File: src/axi_pkg.sv
// ##############################
// AXI-lite bus vector types
// ##############################

package axi_pkg;

  // Byte address on every address channel
  typedef logic [31:0] addr_t;

  // One data beat, read or write
  typedef logic [31:0] data_t;

  typedef logic [3:0] strb_t;  // One strobe bit per data byte

  typedef logic [1:0] resp_t;  // Response code on r and b channels

  // The only response this fabric produces by itself
  localparam resp_t resp_okay = 2'b00;

endpackage

File: src/soc_pkg.sv
// ##############################
// CLINT address map and arbiter state
// ##############################

package soc_pkg;

  // Machine timer, read as two 32-bit halves
  typedef logic [63:0] mtime_t;

  localparam axi_pkg::addr_t clint_mtime_lo = 32'ha000_0048;  // Low word of mtime
  localparam axi_pkg::addr_t clint_mtime_hi = 32'ha000_004c;  // High word of mtime

  // A grant is held until the response handshake of its transaction
  typedef enum logic [1:0] {
    arb_idle,
    arb_read,
    arb_write
  } arb_state_t;

endpackage

File: src/axi_lite_if.sv
`timescale 1ns/1ps

// Read half of an AXI-lite port, ar and r channels
interface axi_read_if;
  import axi_pkg::*;

  addr_t araddr;
  logic  arvalid;
  logic  arready;

  data_t rdata;
  resp_t rresp;
  logic  rvalid;
  logic  rready;

  modport requester (
    output araddr, arvalid, rready,
    input  arready, rdata, rresp, rvalid
  );

  modport completer (
    input  araddr, arvalid, rready,
    output arready, rdata, rresp, rvalid
  );

endinterface

// Write half of an AXI-lite port, aw, w and b channels
interface axi_write_if;
  import axi_pkg::*;

  addr_t awaddr;
  logic  awvalid;
  logic  awready;

  data_t wdata;
  strb_t wstrb;
  logic  wvalid;
  logic  wready;

  resp_t bresp;
  logic  bvalid;
  logic  bready;

  modport requester (
    output awaddr, awvalid, wdata, wstrb, wvalid, bready,
    input  awready, wready, bresp, bvalid
  );

  modport completer (
    input  awaddr, awvalid, wdata, wstrb, wvalid, bready,
    output awready, wready, bresp, bvalid
  );

endinterface

File: src/bus_arbiter.sv
`timescale 1ns/1ps

module bus_arbiter (
  input  logic            clock,
  input  logic            reset,
  axi_read_if.completer   fetch,
  axi_read_if.completer   lsu_rd,
  axi_write_if.completer  lsu_wr,
  axi_read_if.requester   clint,
  output axi_pkg::addr_t  ext_araddr,
  output logic            ext_arvalid,
  input  logic            ext_arready,
  input  axi_pkg::data_t  ext_rdata,
  input  axi_pkg::resp_t  ext_rresp,
  input  logic            ext_rvalid,
  output logic            ext_rready,
  output axi_pkg::addr_t  ext_awaddr,
  output logic            ext_awvalid,
  input  logic            ext_awready,
  output axi_pkg::data_t  ext_wdata,
  output axi_pkg::strb_t  ext_wstrb,
  output logic            ext_wvalid,
  input  logic            ext_wready,
  input  axi_pkg::resp_t  ext_bresp,
  input  logic            ext_bvalid,
  output logic            ext_bready
);
  import axi_pkg::*;
  import soc_pkg::*;

  arb_state_t state;
  logic       grant_lsu;     // Low for fetch, high for the load/store unit
  logic       target_clint;  // Low routes the read to the external port

  logic       fetch_sel;
  logic       lsu_sel;
  logic       rd_active;
  logic       wr_active;
  logic       rd_done;
  logic       wr_done;

  // Channels of the granted read requester
  addr_t      rd_araddr;
  logic       rd_arvalid;
  logic       rd_rready;

  // Channels of the selected read target
  logic       rd_arready;
  data_t      rd_rdata;
  resp_t      rd_rresp;
  logic       rd_rvalid;

  function automatic logic is_clint(input addr_t addr);
    return (addr == clint_mtime_lo) || (addr == clint_mtime_hi);
  endfunction

  assign rd_active = (state == arb_read);
  assign wr_active = (state == arb_write);
  assign fetch_sel = rd_active && !grant_lsu;
  assign lsu_sel   = rd_active && grant_lsu;

  // ##############################
  // Read path
  // ##############################

  always_comb begin
    rd_araddr  = '0;
    rd_arvalid = 1'b0;
    rd_rready  = 1'b0;
    if (fetch_sel) begin
      rd_araddr  = fetch.araddr;
      rd_arvalid = fetch.arvalid;
      rd_rready  = fetch.rready;
    end else if (lsu_sel) begin
      rd_araddr  = lsu_rd.araddr;
      rd_arvalid = lsu_rd.arvalid;
      rd_rready  = lsu_rd.rready;
    end
  end

  always_comb begin
    if (target_clint) begin
      rd_arready = clint.arready;
      rd_rdata   = clint.rdata;
      rd_rresp   = clint.rresp;
      rd_rvalid  = clint.rvalid;
    end else begin
      rd_arready = ext_arready;
      rd_rdata   = ext_rdata;
      rd_rresp   = ext_rresp;
      rd_rvalid  = ext_rvalid;
    end
  end

  assign clint.araddr  = target_clint ? rd_araddr : '0;
  assign clint.arvalid = rd_arvalid && target_clint;
  assign clint.rready  = rd_rready && target_clint;

  assign ext_araddr  = target_clint ? '0 : rd_araddr;
  assign ext_arvalid = rd_arvalid && !target_clint;
  assign ext_rready  = rd_rready && !target_clint;

  assign fetch.arready = fetch_sel && rd_arready;
  assign fetch.rdata   = fetch_sel ? rd_rdata : '0;
  assign fetch.rresp   = fetch_sel ? rd_rresp : '0;
  assign fetch.rvalid  = fetch_sel && rd_rvalid;

  assign lsu_rd.arready = lsu_sel && rd_arready;
  assign lsu_rd.rdata   = lsu_sel ? rd_rdata : '0;
  assign lsu_rd.rresp   = lsu_sel ? rd_rresp : '0;
  assign lsu_rd.rvalid  = lsu_sel && rd_rvalid;

  // ##############################
  // Write path, always external
  // ##############################

  assign ext_awaddr  = wr_active ? lsu_wr.awaddr : '0;
  assign ext_awvalid = wr_active && lsu_wr.awvalid;
  assign ext_wdata   = wr_active ? lsu_wr.wdata : '0;
  assign ext_wstrb   = wr_active ? lsu_wr.wstrb : '0;
  assign ext_wvalid  = wr_active && lsu_wr.wvalid;
  assign ext_bready  = wr_active && lsu_wr.bready;

  assign lsu_wr.awready = wr_active && ext_awready;
  assign lsu_wr.wready  = wr_active && ext_wready;
  assign lsu_wr.bresp   = wr_active ? ext_bresp : '0;
  assign lsu_wr.bvalid  = wr_active && ext_bvalid;

  assign rd_done = rd_active && rd_rvalid && rd_rready;
  assign wr_done = ext_bvalid && ext_bready;  // ext_bready is already gated by the grant

  // ##############################
  // Grant FSM
  // ##############################

  always_ff @(posedge clock) begin
    if (reset) begin
      state        <= arb_idle;
      grant_lsu    <= 1'b0;
      target_clint <= 1'b0;
    end else begin
      case (state)
        arb_idle: begin
          // Fixed priority, fetch wins over the load/store unit
          if (fetch.arvalid) begin
            state        <= arb_read;
            grant_lsu    <= 1'b0;
            target_clint <= is_clint(fetch.araddr);
          end else if (lsu_rd.arvalid) begin
            state        <= arb_read;
            grant_lsu    <= 1'b1;
            target_clint <= is_clint(lsu_rd.araddr);
          end else if (lsu_wr.awvalid) begin
            state        <= arb_write;
            grant_lsu    <= 1'b1;
            target_clint <= 1'b0;
          end
        end
        arb_read: begin
          if (rd_done) begin
            state        <= arb_idle;
            grant_lsu    <= 1'b0;
            target_clint <= 1'b0;
          end
        end
        arb_write: begin
          if (wr_done) begin
            state     <= arb_idle;
            grant_lsu <= 1'b0;
          end
        end
        default: state <= arb_idle;
      endcase
    end
  end

endmodule

File: src/clint_timer.sv
`timescale 1ns/1ps

module clint_timer #(
  parameter int unsigned mtime_div = 1
) (
  input  logic          clock,
  input  logic          reset,
  axi_read_if.completer bus
);
  import axi_pkg::*;
  import soc_pkg::*;

  mtime_t      mtime;
  logic [31:0] div_count;
  logic        tick;

  data_t       rdata_q;  // Word captured at the ar handshake
  logic        rvalid_q;
  logic        ar_fire;
  logic        r_fire;

  // ##############################
  // Free-running timer
  // ##############################

  assign tick = (div_count == mtime_div - 1);

  always_ff @(posedge clock) begin
    if (reset) begin
      div_count <= '0;
      mtime     <= '0;
    end else if (tick) begin
      div_count <= '0;
      mtime     <= mtime + 1'b1;
    end else begin
      div_count <= div_count + 1'b1;
    end
  end

  // ##############################
  // Read-only slave port
  // ##############################

  assign ar_fire = bus.arvalid && bus.arready;
  assign r_fire  = bus.rvalid && bus.rready;

  always_ff @(posedge clock) begin
    if (reset) begin
      rvalid_q <= 1'b0;
    end else if (ar_fire) begin
      rvalid_q <= 1'b1;
    end else if (r_fire) begin
      rvalid_q <= 1'b0;
    end
  end

  // Address is decoded upstream, bit 2 picks the half
  always_ff @(posedge clock) begin
    if (ar_fire) begin
      rdata_q <= bus.araddr[2] ? mtime[63:32] : mtime[31:0];
    end
  end

  assign bus.arready = !rvalid_q;  // One outstanding read at most
  assign bus.rvalid  = rvalid_q;
  assign bus.rdata   = rdata_q;
  assign bus.rresp   = resp_okay;

endmodule

File: src/bus_top.sv
`timescale 1ns/1ps

module bus_top #(
  parameter int unsigned mtime_div = 1
) (
  input  logic           clock,
  input  logic           reset,

  // Instruction fetch, read only
  input  axi_pkg::addr_t fetch_araddr,
  input  logic           fetch_arvalid,
  output logic           fetch_arready,
  output axi_pkg::data_t fetch_rdata,
  output axi_pkg::resp_t fetch_rresp,
  output logic           fetch_rvalid,
  input  logic           fetch_rready,

  // Load/store unit
  input  axi_pkg::addr_t lsu_araddr,
  input  logic           lsu_arvalid,
  output logic           lsu_arready,
  output axi_pkg::data_t lsu_rdata,
  output axi_pkg::resp_t lsu_rresp,
  output logic           lsu_rvalid,
  input  logic           lsu_rready,
  input  axi_pkg::addr_t lsu_awaddr,
  input  logic           lsu_awvalid,
  output logic           lsu_awready,
  input  axi_pkg::data_t lsu_wdata,
  input  axi_pkg::strb_t lsu_wstrb,
  input  logic           lsu_wvalid,
  output logic           lsu_wready,
  output axi_pkg::resp_t lsu_bresp,
  output logic           lsu_bvalid,
  input  logic           lsu_bready,

  // External AXI-lite master port
  output axi_pkg::addr_t ext_araddr,
  output logic           ext_arvalid,
  input  logic           ext_arready,
  input  axi_pkg::data_t ext_rdata,
  input  axi_pkg::resp_t ext_rresp,
  input  logic           ext_rvalid,
  output logic           ext_rready,
  output axi_pkg::addr_t ext_awaddr,
  output logic           ext_awvalid,
  input  logic           ext_awready,
  output axi_pkg::data_t ext_wdata,
  output axi_pkg::strb_t ext_wstrb,
  output logic           ext_wvalid,
  input  logic           ext_wready,
  input  axi_pkg::resp_t ext_bresp,
  input  logic           ext_bvalid,
  output logic           ext_bready
);

  axi_read_if  fetch_rd ();
  axi_read_if  lsu_rd ();
  axi_write_if lsu_wr ();
  axi_read_if  clint_rd ();  // Arbiter to CLINT

  // ##############################
  // Requester ports to interfaces
  // ##############################

  assign fetch_rd.araddr  = fetch_araddr;
  assign fetch_rd.arvalid = fetch_arvalid;
  assign fetch_rd.rready  = fetch_rready;
  assign fetch_arready    = fetch_rd.arready;
  assign fetch_rdata      = fetch_rd.rdata;
  assign fetch_rresp      = fetch_rd.rresp;
  assign fetch_rvalid     = fetch_rd.rvalid;

  assign lsu_rd.araddr  = lsu_araddr;
  assign lsu_rd.arvalid = lsu_arvalid;
  assign lsu_rd.rready  = lsu_rready;
  assign lsu_arready    = lsu_rd.arready;
  assign lsu_rdata      = lsu_rd.rdata;
  assign lsu_rresp      = lsu_rd.rresp;
  assign lsu_rvalid     = lsu_rd.rvalid;

  assign lsu_wr.awaddr  = lsu_awaddr;
  assign lsu_wr.awvalid = lsu_awvalid;
  assign lsu_wr.wdata   = lsu_wdata;
  assign lsu_wr.wstrb   = lsu_wstrb;
  assign lsu_wr.wvalid  = lsu_wvalid;
  assign lsu_wr.bready  = lsu_bready;
  assign lsu_awready    = lsu_wr.awready;
  assign lsu_wready     = lsu_wr.wready;
  assign lsu_bresp      = lsu_wr.bresp;
  assign lsu_bvalid     = lsu_wr.bvalid;

  bus_arbiter i_bus_arbiter (
    .clock       (clock),
    .reset       (reset),
    .fetch       (fetch_rd.completer),
    .lsu_rd      (lsu_rd.completer),
    .lsu_wr      (lsu_wr.completer),
    .clint       (clint_rd.requester),
    .ext_araddr  (ext_araddr),
    .ext_arvalid (ext_arvalid),
    .ext_arready (ext_arready),
    .ext_rdata   (ext_rdata),
    .ext_rresp   (ext_rresp),
    .ext_rvalid  (ext_rvalid),
    .ext_rready  (ext_rready),
    .ext_awaddr  (ext_awaddr),
    .ext_awvalid (ext_awvalid),
    .ext_awready (ext_awready),
    .ext_wdata   (ext_wdata),
    .ext_wstrb   (ext_wstrb),
    .ext_wvalid  (ext_wvalid),
    .ext_wready  (ext_wready),
    .ext_bresp   (ext_bresp),
    .ext_bvalid  (ext_bvalid),
    .ext_bready  (ext_bready)
  );

  clint_timer #(
    .mtime_div (mtime_div)
  ) i_clint_timer (
    .clock (clock),
    .reset (reset),
    .bus   (clint_rd.completer)
  );

endmodule

File: config.mk
export PLATFORM = sky130hd
export DESIGN_NAME = bus_top
export DESIGN_NICKNAME = d
export VERILOG_FILES = /design/src/axi_pkg.sv /design/src/soc_pkg.sv /design/src/axi_lite_if.sv /design/src/bus_arbiter.sv /design/src/clint_timer.sv /design/src/bus_top.sv
export SDC_FILE = /design/constraint.sdc
export NUM_CORES = 1
export LEC_CHECK = 0
export BUFFER_PORTS_ARGS = -buffer_cell sky130_fd_sc_hd__buf_2
export CORE_AREA = 3 3 158 160
export CTS_CLUSTER_DIAMETER = 80
export DETAILED_ROUTE_END_ITERATION = 12
export DIE_AREA = 0 0 161 163
export PLACE_DENSITY = 0.68
export REMOVE_ABC_BUFFERS = 1
export SYNTH_ARGS = -nofsm -noshare
export SYNTH_HDL_FRONTEND = slang
export SYNTH_SLANG_ARGS = --single-unit
File: constraint.sdc
create_clock -name clock -period 4.1 [get_ports clock]
set_input_delay 0.615 -clock clock [delete_from_list [all_inputs] [get_ports clock]]
set_output_delay 0.615 -clock clock [all_outputs]
set_load 0.01 [all_outputs]
== Word level (Yosys, flattened, before mapping) ==
Cells that the tools add are included.

* Register bits: 133
* Bits of input ports: 182
* Output and inout bits: 182
* Word-level logic and storage cells: 92

* Add/sub/neg operators: 2
* Equal/unequal tests: 9
* Muxes and demuxes: 39
* Reduce and logical (&&, ||, !) cells: 35

{| class="wikitable"
|+ Operators with widths
! kind !! count
|-
| $mux W32 || 9
|-
| $eq A32 B32 Y1 const B || 4
|-
| $add A64 B1 Y64 const B || 1
|-
| $add A32 B1 Y32 const B || 1
|-
| $logic_not A32 Y1 || 1
|-
| $logic_and A1 B1 Y1 || 21
|-
| $mux W2 || 9
|-
| $mux W1 || 16
|-
| $pmux W2 S3 || 1
|-
| $reduce_and A3 Y1 || 2
|-
| $mux W4 || 1
|-
| $ne A2 B2 Y1 const B || 2
|-
| $ne A4 B4 Y1 const B || 1
|-
| $reduce_and A4 Y1 || 1
|-
| $reduce_bool A2 Y1 || 2
|-
| $logic_not A1 Y1 || 3
|-
| $mux W3 || 1
|-
| $pmux W1 S3 || 1
|-
| $reduce_bool A3 Y1 || 1
|-
| $eq A2 B1 Y1 const B || 1
|-
| $eq A2 B2 Y1 const B || 1
|-
| $logic_not A2 Y1 || 1
|-
| $logic_or A1 B1 Y1 || 2
|-
| $pmux W1 S2 || 1
|-
| $reduce_or A2 Y1 || 1
|}

== Logic depth before layout (Yosys ltp) ==
Gate-level depths: netlist (run 1).

* Depth in word-level cells: 8
* Mapped depth: 10
* Gate-level depth less buffers: 7

== Cells and area by module ==
From an unflattened synthesis (run 1), not the netlist that was laid out.

* Cell total of the unflattened synthesis: 1045
* Area, all modules: 8543.2 um2

{| class="wikitable"
|+ Modules (own cells, without submodules)
! module !! times used !! cells each !! area each (um2)
|-
| clint_timer || 1 || 669 || 6209.7
|-
| bus_arbiter || 1 || 376 || 2333.5
|}

== Worst setup path before layout (run 1) ==
OpenSTA, ideal clock, no wires.

* Path type: flip-flop to flip-flop
* From: register i_bus_arbiter.grant_lsu
* To: register i_clint_timer.rdata_q[0] (netlist: i_clint_timer.bus.rdata[0]), enable pin
* Setup time: 0.463 ns
* Data arrival time: 3.091 ns
* Required time: 3.637 ns
* Path slack: 0.546 ns
* Cell stages (with the launch flop): 4
* Path buffers: 1
* Period minus slack after synthesis: 3.554 ns
* Cells stage by stage: dfxtp_1 -> clkbuf_1 -> mux2i_1 -> nor3_1

* Word-level cells in the longest chain between the ends: 5

{| class="wikitable"
|+ RTL lines
! what !! RTL line !! RTL
|-
| start: declaration || bus_arbiter.sv:32 || <nowiki>logic grant_lsu;</nowiki>
|-
| start signal: assignment || bus_arbiter.sv:139 || <nowiki>grant_lsu <= 1'b0;</nowiki>
|-
| start signal: assignment || bus_arbiter.sv:147 || <nowiki>grant_lsu <= 1'b0;</nowiki>
|-
| start signal: assignment || bus_arbiter.sv:151 || <nowiki>grant_lsu <= 1'b1;</nowiki>
|-
| $logic_and A1 B1 Y1 / $logic_not A1 Y1 (equally long branches) || bus_arbiter.sv:60, bus_arbiter.sv:59 ||
|-
| $mux W1 / $logic_and A1 B1 Y1 (equally long branches) || bus_arbiter.sv:74, bus_arbiter.sv:59 ||
|-
| $mux W1 (*) || bus_arbiter.sv:70 || <nowiki>if (fetch_sel) begin</nowiki>
|-
| $logic_and A1 B1 Y1 (*) || bus_arbiter.sv:96 || <nowiki>assign clint.arvalid = rd_arvalid && target_clint;</nowiki>
|-
| $logic_and A1 B1 Y1 (*) || clint_timer.sv:44 || <nowiki>assign ar_fire = bus.arvalid && bus.arready;</nowiki>
|-
| via i_clint_timer.ar_fire || clint_timer.sv:19 || <nowiki>logic ar_fire;</nowiki>
|-
| end signal: assignment || clint_timer.sv:60 || <nowiki>rdata_q <= bus.araddr[2] ? mtime[63:32] : mtime[31:0];</nowiki>
|-
| end: declaration || clint_timer.sv:17 || <nowiki>data_t rdata_q;</nowiki>
|}

Mark *: on every way through the listed nets, which the timed path passes. The rest lies on a longest branch.
A chain may end at the register's enable or synchronous reset.

== Worst setup path in the final report (run 1) ==
* From: register i_bus_arbiter.target_clint
* To: output port lsu_rdata[13]

* Word-level cells in the longest chain between the ends: 2

{| class="wikitable"
|+ RTL lines
! what !! RTL line !! RTL
|-
| start: declaration || bus_arbiter.sv:33 || <nowiki>logic target_clint;</nowiki>
|-
| start signal: assignment || bus_arbiter.sv:148 || <nowiki>target_clint <= is_clint(fetch.araddr);</nowiki>
|-
| start signal: assignment || bus_arbiter.sv:152 || <nowiki>target_clint <= is_clint(lsu_rd.araddr);</nowiki>
|-
| $mux W32 || bus_arbiter.sv:82 || <nowiki>if (target_clint) begin</nowiki>
|-
| $mux W32 || bus_arbiter.sv:109 || <nowiki>assign lsu_rd.rdata = lsu_sel ? rd_rdata : '0;</nowiki>
|-
| end: declaration || bus_top.sv:22 || <nowiki>output axi_pkg::data_t lsu_rdata,</nowiki>
|}

No other way between the ends.

==> results.py, run 1 <==
metrics = {
    "run_status": {
        "outcome": "finished clean",
    },
    "sta": {
        "clock_skew_ns": 0.00523,
        "period_share": 0.733,
        "setup_viol": 0,
        "hold_viol": 0,
        "rsz0062_at_grt": "false",
        "slew_headroom": 0.347,
        "slew_viol_final": 0,
        "post-route-min-period_ns": 3.00,
        "tightestPinTransition_ns": 0.979,
        "setup_tns_ns": 0,
        "fmax_mhz": 333,
    },
    "worst_hold_path": {
        "min_path_cells": 1,
        "min_from": "i_clint_timer.div_count[0]",
        "holdPathEnd": "i_clint_timer.div_count[0]",
        "min_path_type": "flip-flop to flip-flop",
    },
    "critical_path": {
        "crit_path_start_kind": "flip-flop",
        "path_buf_inv": 2,
        "r2r_end": "i_clint_timer.mtime[43]",
        "path_cells": "buf_4 > mux2i_1 > nor2_1 > buf_2",
        "max_stage_delay_ns": 0.71,
        "critPathArrivalTime_ns": 2.39,
        "cp.required_ns": 3.48,
        "cpLargestDelayFamily": "flip-flops",
        "reg2reg_depth": 7,
        "critPathMaxFanout": 21,
        "crit_slowest_cell": "dfxtp_2",
        "worstSetupEndpointType": "output port",
        "crit_type": "flip-flop to output port",
        "rr_startpoint": "i_clint_timer.div_count[0]",
        "reg2reg_slack_ns": 1.17,
    },
    "finish": {
        "layout.cells.non_filler": 1657,
        "final_nets": 1512,
        "layout-drive-gt1-share": 0.341,
        "layout_common_cells": "buf_2 (363), nor2_1 (176), dfxtp_1 (99), and2_1 (81), mux2i_1 (69)",
        "post-route-util": 0.466,
        "area.growth.synth_to_final_pct": 32.9,
        "final_common_cell": "buf_2",
        "final_cell_area_um2": 11000,
    },
    "yosys": {
        "synth_cells": 988,
        "synth_top_area_cell": "dfxtp_1",
        "ys_seq_area_frac": 0.361,
        "ys_warn_count": 0,
        "ys_ff_latch": 133,
        "avgSynthCellArea_um2": 8.35,
        "synth-main-ff-cell": "dfxtp_1",
        "yosys-top-cells-area": "dfxtp_1 (25%), edfxtp_1 (12%), mux2i_1 (8.4%)",
        "synth_edf_count": 32,
        "async_flop_share": 0,
        "netlist.area_leader.share": 0.245,
        "synthesis.area_um2": 8250,
        "yosysUniqueCellTypes": 47,
    },
    "die": {
        "die_h_um": 163,
        "die_area_um2": 26200,
        "core_area_um2": 23500,
        "fp.dieW_um": 161,
        "top_level_ports": 364,
        "rows": 56,
        "initial_core_util": 0.350,
    },
    "clock_network": {
        "post_cts_buffers": 0,
        "cts_made_buffers": 17,
        "cts.path.max_buffers": 2,
        "cts_tree": "built",
        "clock_latency_ns": 0.43,
        "cts_resized": 0,
        "numClockSinks": 133,
        "cts_root_buf": "clkbuf_16",
        "h-tree-depth": 4,
        "holdBufCountCts": 0,
        "cts.reportedPaths.clkPinSlew_ns": 0.06,
    },
    "global_route": {
        "grt_pass1_vias": 8132,
        "met3_usage": 0.0768,
        "antenna_found_initial": 5,
        "grt-ovfl-total": 0,
        "grt_max_degree": 72,
        "grtUsageTotal": 0.243,
        "grt_pass1_wl_mm": 48.8,
        "use_met1": 0.329,
        "busiest_layer": "met2",
        "grtUsageMet2": 0.371,
    },
    "detailed_routing": {
        "routed_via_density": 5.39,
        "drt_iter0_drc": 942,
        "wl_mm": 33.9,
        "drc": 0,
        "ant_nets": 0,
        "vias": 8937,
        "wire_per_inst_um": 20.4,
        "dr.pass1.iters": 5,
    },
    "power_and_ir_drop": {
        "p_leak_nw": 4.47,
        "finalPower_mw": 3.66,
        "p_per_area_nw_per_um2": 334,
        "vdd_drop_max_v": 0.000324,
    },
    "placement": {
        "dpl-instance-area_um2": 10300,
        "place_inst": 1623,
        "dpl.hpwl_mm": 27.1,
        "portBuffers": 363,
        "place_congestion": 0.948,
    },
    "job": {
        "maxCapViolations": 0,
    },
}
routing by layer:
layer	wire length (µm)	up-vias
li1	-	4225
met1	14500	4255
met2	15200	403
met3	3350	52
met4	761	2
met5	13	-
layout make-up:
cell class,instances,area [µm²]
antenna,2,5.00
multi-input combinational,771,4950
clock buffer,18,429
clock inverter,14,185
inverter,23,86.3
timing repair buffer,377,1920
tap,319,399
fill,2351,12600
sequential,133,2990
worst reg2reg max path, cell delays in order (launching register included):
cell     delay (ns)
dfxtp_1        0.34
inv_1          0.07
ha_1           0.13
nor4b_2        0.25
nand4_2        0.43
or4_4          0.87
or4_1          0.58
a21oi_1        0.17
synthesized netlist by cell type (5+ instances only):
| library cell | count |
|---|---|
| mux2i_1 | 69 |
| o21ai_0 | 20 |
| ha_1 | 7 |
| a21oi_1 | 54 |
| nand4_1 | 36 |
| or4_1 | 35 |
| xnor2_1 | 27 |
| nand2b_1 | 5 |
| nand3_1 | 38 |
| o31ai_1 | 33 |
| and3_1 | 7 |
| xor2_1 | 16 |
| inv_1 | 23 |
| nor4_2 | 5 |
| or3_1 | 7 |
| dfxtp_1 | 101 |
| nor4_1 | 22 |
| and4_1 | 11 |
| clkbuf_1 | 48 |
| nor2_1 | 177 |
| nand2_1 | 47 |
| nor3_1 | 15 |
| buf_1 | 8 |
| edfxtp_1 | 32 |
| and2_1 | 81 |
| mux2_2 | 26 |
how the worst max path moves through the flow:
stage | startpoint | endpoint | slack, ns | cells past startpoint
after floorplan | i_bus_arbiter.grant_lsu | i_clint_timer.bus.rdata[0] | -0.32 | 2
after global placement | i_clint_timer.div_count[0] | i_clint_timer.mtime[51] | 1.29 | 7
after detailed placement | i_clint_timer.div_count[0] | i_clint_timer.mtime[43] | 1.24 | 7
after CTS | i_bus_arbiter.state[1] | fetch_rdata[13] | 1.14 | 6
after global routing | i_bus_arbiter.state[1] | fetch_rdata[13] | 0.95 | 6
final | i_bus_arbiter.target_clint | lsu_rdata[13] | 1.10 | 4
power breakdown:
group	leakage (nW)	internal, mW	switching [mW]
clock	0.284	1.01	0.577
combinational	3.08	0.286	0.437
sequential	1.11	1.35	0.00793
metrics by stage:
step | hold WS [ns] | worst slack [ns]
2_1_floorplan | 0.441 | -0.320
3_3_place_gp | 0.456 | 1.29
3_5_place_dp | 0.470 | 1.24
4_1_cts | 0.479 | 1.14
5_1_grt | 0.518 | 0.952
6_report | 0.480 | 1.10
state kept, by name, summed over array words and instances (netlist names):
signal and flops:
i_bus_arbiter.target_clint 1, i_clint_timer.bus.rdata 32, i_clint_timer.bus.rvalid 1, i_clint_timer.mtime 64, i_clint_timer.div_count 32, i_bus_arbiter.state 2
i_bus_arbiter.grant_lsu 1
cells by family (layout without fill, tap and decap cells):
| kind of cell | after synthesis | count (layout) | synth area share |
|---|---|---|---|
| flops | 133 | 133 | 0.361 |
| mux | 95 | 95 | 0.119 |
| xor+xnor | 43 | 43 | 0.0456 |
| compound gates | 118 | 118 | 0.0860 |
| buf+inv | 84 | 432 | 0.0397 |
| fa+ha+maj | 7 | 7 | 0.0106 |
| simple gates | 508 | 508 | 0.337 |
| other cells | 0 | 2 | 0 |
Note: power is estimated with default switching activity, not from simulation.
==> inputs of run 2 (changes only) <==
==> constraint.sdc (replaced) <==
create_clock -name clock -period 2.8 [get_ports clock]
set_input_delay 0.42 -clock clock [delete_from_list [all_inputs] [get_ports clock]]
set_output_delay 0.42 -clock clock [all_outputs]
set_load 0.01 [all_outputs]
==> run 2 against run 1 <==
Effect of this change:
- critical path depth unchanged
- combinational power increased by 48%
- worst hold slack got worse by 0.085 ns
- via count decreased by 0.49%
- cell count increased by 0.91%
- clock-buffer cell count increased by 4
- clock skew increased by 0.0016 ns
- global-route usage increased by 0.29 points
- core utilization increased by 0.48 points
==> results.py, run 2 (synthesized netlist as in run 1, its figures left out) <==
metrics = {
    "run_status": {
        "outcome": "finished clean",
    },
    "power_and_ir_drop": {
        "internal_power_mw": 3.75,
        "p_clk_frac": 0.422,
        "p_per_area_nw_per_um2": 477,
        "p_switching_mw": 1.54,
        "seq_power_share": 0.376,
        "p_leak_nw": 4.56,
        "vdd_drop_max_v": 0.000415,
        "combPwrFrac": 0.202,
        "finalPower_mw": 5.29,
        "swShare": 0.291,
    },
    "sta": {
        "tightestPinTransition_ns": 0.570,
        "setup_viol": 0,
        "slew_viol_final": 0,
        "hold_viol": 0,
        "post-route-min-period_ns": 2.51,
        "rsz0062_at_grt": "false",
        "clock_skew_ns": 0.00685,
        "hold_ws_ns": 0.395,
        "period_share": 0.895,
        "fmax_mhz": 399,
        "final.setup.worst_slack_ns": 0.293,
        "slew_headroom": 0.609,
    },
    "critical_path": {
        "reg2reg_depth": 7,
        "path_cells": "buf_4 > mux2i_1 > nor2_1 > buf_2",
        "cp.required_ns": 2.38,
        "worstSetupEndpointType": "output port",
        "rr_startpoint": "i_clint_timer.div_count[0]",
        "reg2reg_slack_ns": 0.30,
        "r2r_end": "i_clint_timer.mtime[55]",
        "critPathArrivalTime_ns": 2.09,
        "max_stage_delay_ns": 0.51,
        "crit_slowest_cell": "mux2i_1",
        "startpoint": "i_bus_arbiter.target_clint",
        "critPathMaxFanout": 22,
        "critical_path.endpoint": "lsu_rdata[11]",
        "crit_path_start_kind": "flip-flop",
        "crit_type": "flip-flop to output port",
    },
    "job": {
        "maxCapViolations": 0,
    },
    "placement": {
        "place_congestion": 0.965,
        "portBuffers": 363,
        "dpl.hpwl_mm": 27.7,
        "post-place-ws_ns": 0.323,
        "place_inst": 1635,
    },
    "global_route": {
        "grtUsageTotal": 0.246,
        "grt_max_degree": 54,
        "antenna_found_initial": 7,
        "use_met1": 0.334,
        "grt-ovfl-total": 0,
        "grt_pass1_wl_mm": 49.5,
        "grt_pass1_vias": 8308,
        "met3_usage": 0.0753,
        "grtUsageMet2": 0.377,
        "busiest_layer": "met2",
    },
    "clock_network": {
        "holdBufCountCts": 0,
        "clock_latency_ns": 0.42,
        "cts.reportedPaths.clkPinSlew_ns": 0.06,
        "h-tree-depth": 4,
        "cts_root_buf": "clkbuf_16",
        "post_cts_buffers": 0,
        "numClockSinks": 133,
        "cts_tree": "built",
        "cts_resized": 0,
        "cts_made_buffers": 17,
        "cts.path.max_buffers": 2,
    },
    "die": {
        "fp.dieW_um": 161,
        "core_area_um2": 23500,
        "top_level_ports": 364,
        "initial_core_util": 0.350,
        "die_h_um": 163,
        "rows": 56,
        "die_area_um2": 26200,
    },
    "finish": {
        "post-route-util": 0.471,
        "layout.cells.non_filler": 1672,
        "final_common_cell": "buf_2",
        "layout_common_cells": "buf_2 (363), nor2_1 (176), dfxtp_1 (99), and2_1 (81), mux2i_1 (69)",
        "largest_reg_flops": 64,
        "layout-drive-gt1-share": 0.348,
        "area.growth.synth_to_final_pct": 34.2,
        "final_nets": 1524,
        "regMostFlops": "i_clint_timer.mtime",
    },
    "detailed_routing": {
        "wl_mm": 34.0,
        "routed_via_density": 5.32,
        "wire_per_inst_um": 20.3,
        "vias": 8893,
        "dr.pass1.iters": 7,
        "drc": 0,
        "drt_iter0_drc": 834,
        "ant_nets": 0,
    },
    "worst_hold_path": {
        "min_path_type": "input port to flip-flop",
    },
}
-- run 2: worst min path at each step --
| stage | startpoint | endpoint | depth (start not counted) |
|---|---|---|---|
| after global routing | lsu_awvalid | i_bus_arbiter.state[1] | 3 |
| final | lsu_awvalid | i_bus_arbiter.state[1] | 3 |
| after floorplan | i_clint_timer.div_count[0] | i_clint_timer.div_count[0] | 1 |
| after global placement | i_clint_timer.div_count[0] | i_clint_timer.div_count[0] | 1 |
| after detailed placement | i_clint_timer.div_count[0] | i_clint_timer.div_count[0] | 1 |
| after CTS | lsu_awvalid | i_bus_arbiter.state[1] | 3 |
-- run 2: power groups by stage --
stage	Clock (mW)	Sequential, mW	Combinational (mW)
CTS	2.26	1.99	1.05
global route	2.35	1.99	1.14
global placement	0	2.03	1.05
finish	2.23	1.99	1.07
detailed placement	0	2.03	1.05
floorplan	0	2.05	0.472
-- run 2: cell type report --
cell class	count	area (µm²)
sequential	133	2990
clock buffer	22	528
timing repair buffer	389	2040
inverter	23	86.3
multi-input combinational	771	4950
clock inverter	10	77.6
fill	2337	12500
antenna	5	12.5
tap	319	399
-- run 2: layer usage --
metal / part of all wire / up-vias / wire length, µm
met4: 0.018 / 2 / 618
li1: - / 4252 / -
met1: 0.44 / 4276 / 15000
met3: 0.088 / 36 / 2990
met2: 0.45 / 327 / 15400
met5: 0.00038 / - / 13
-- run 2: through the flow --
stage,area [µm²],setup TNS (ns)
3_3_place_gp,10500,0
2_1_floorplan,8010,-95.38
5_1_grt,11100,0
6_report,11100,0
4_1_cts,11100,0
3_5_place_dp,10500,0
-- run 2: worst max-delay path, delay by kind of cell, from the launching register on --
family	cells	cell delay (ns)
DFF	1	0.44
buffers and inverters	2	0.56
and+or+nand+nor	1	0.16
muxes	1	0.51
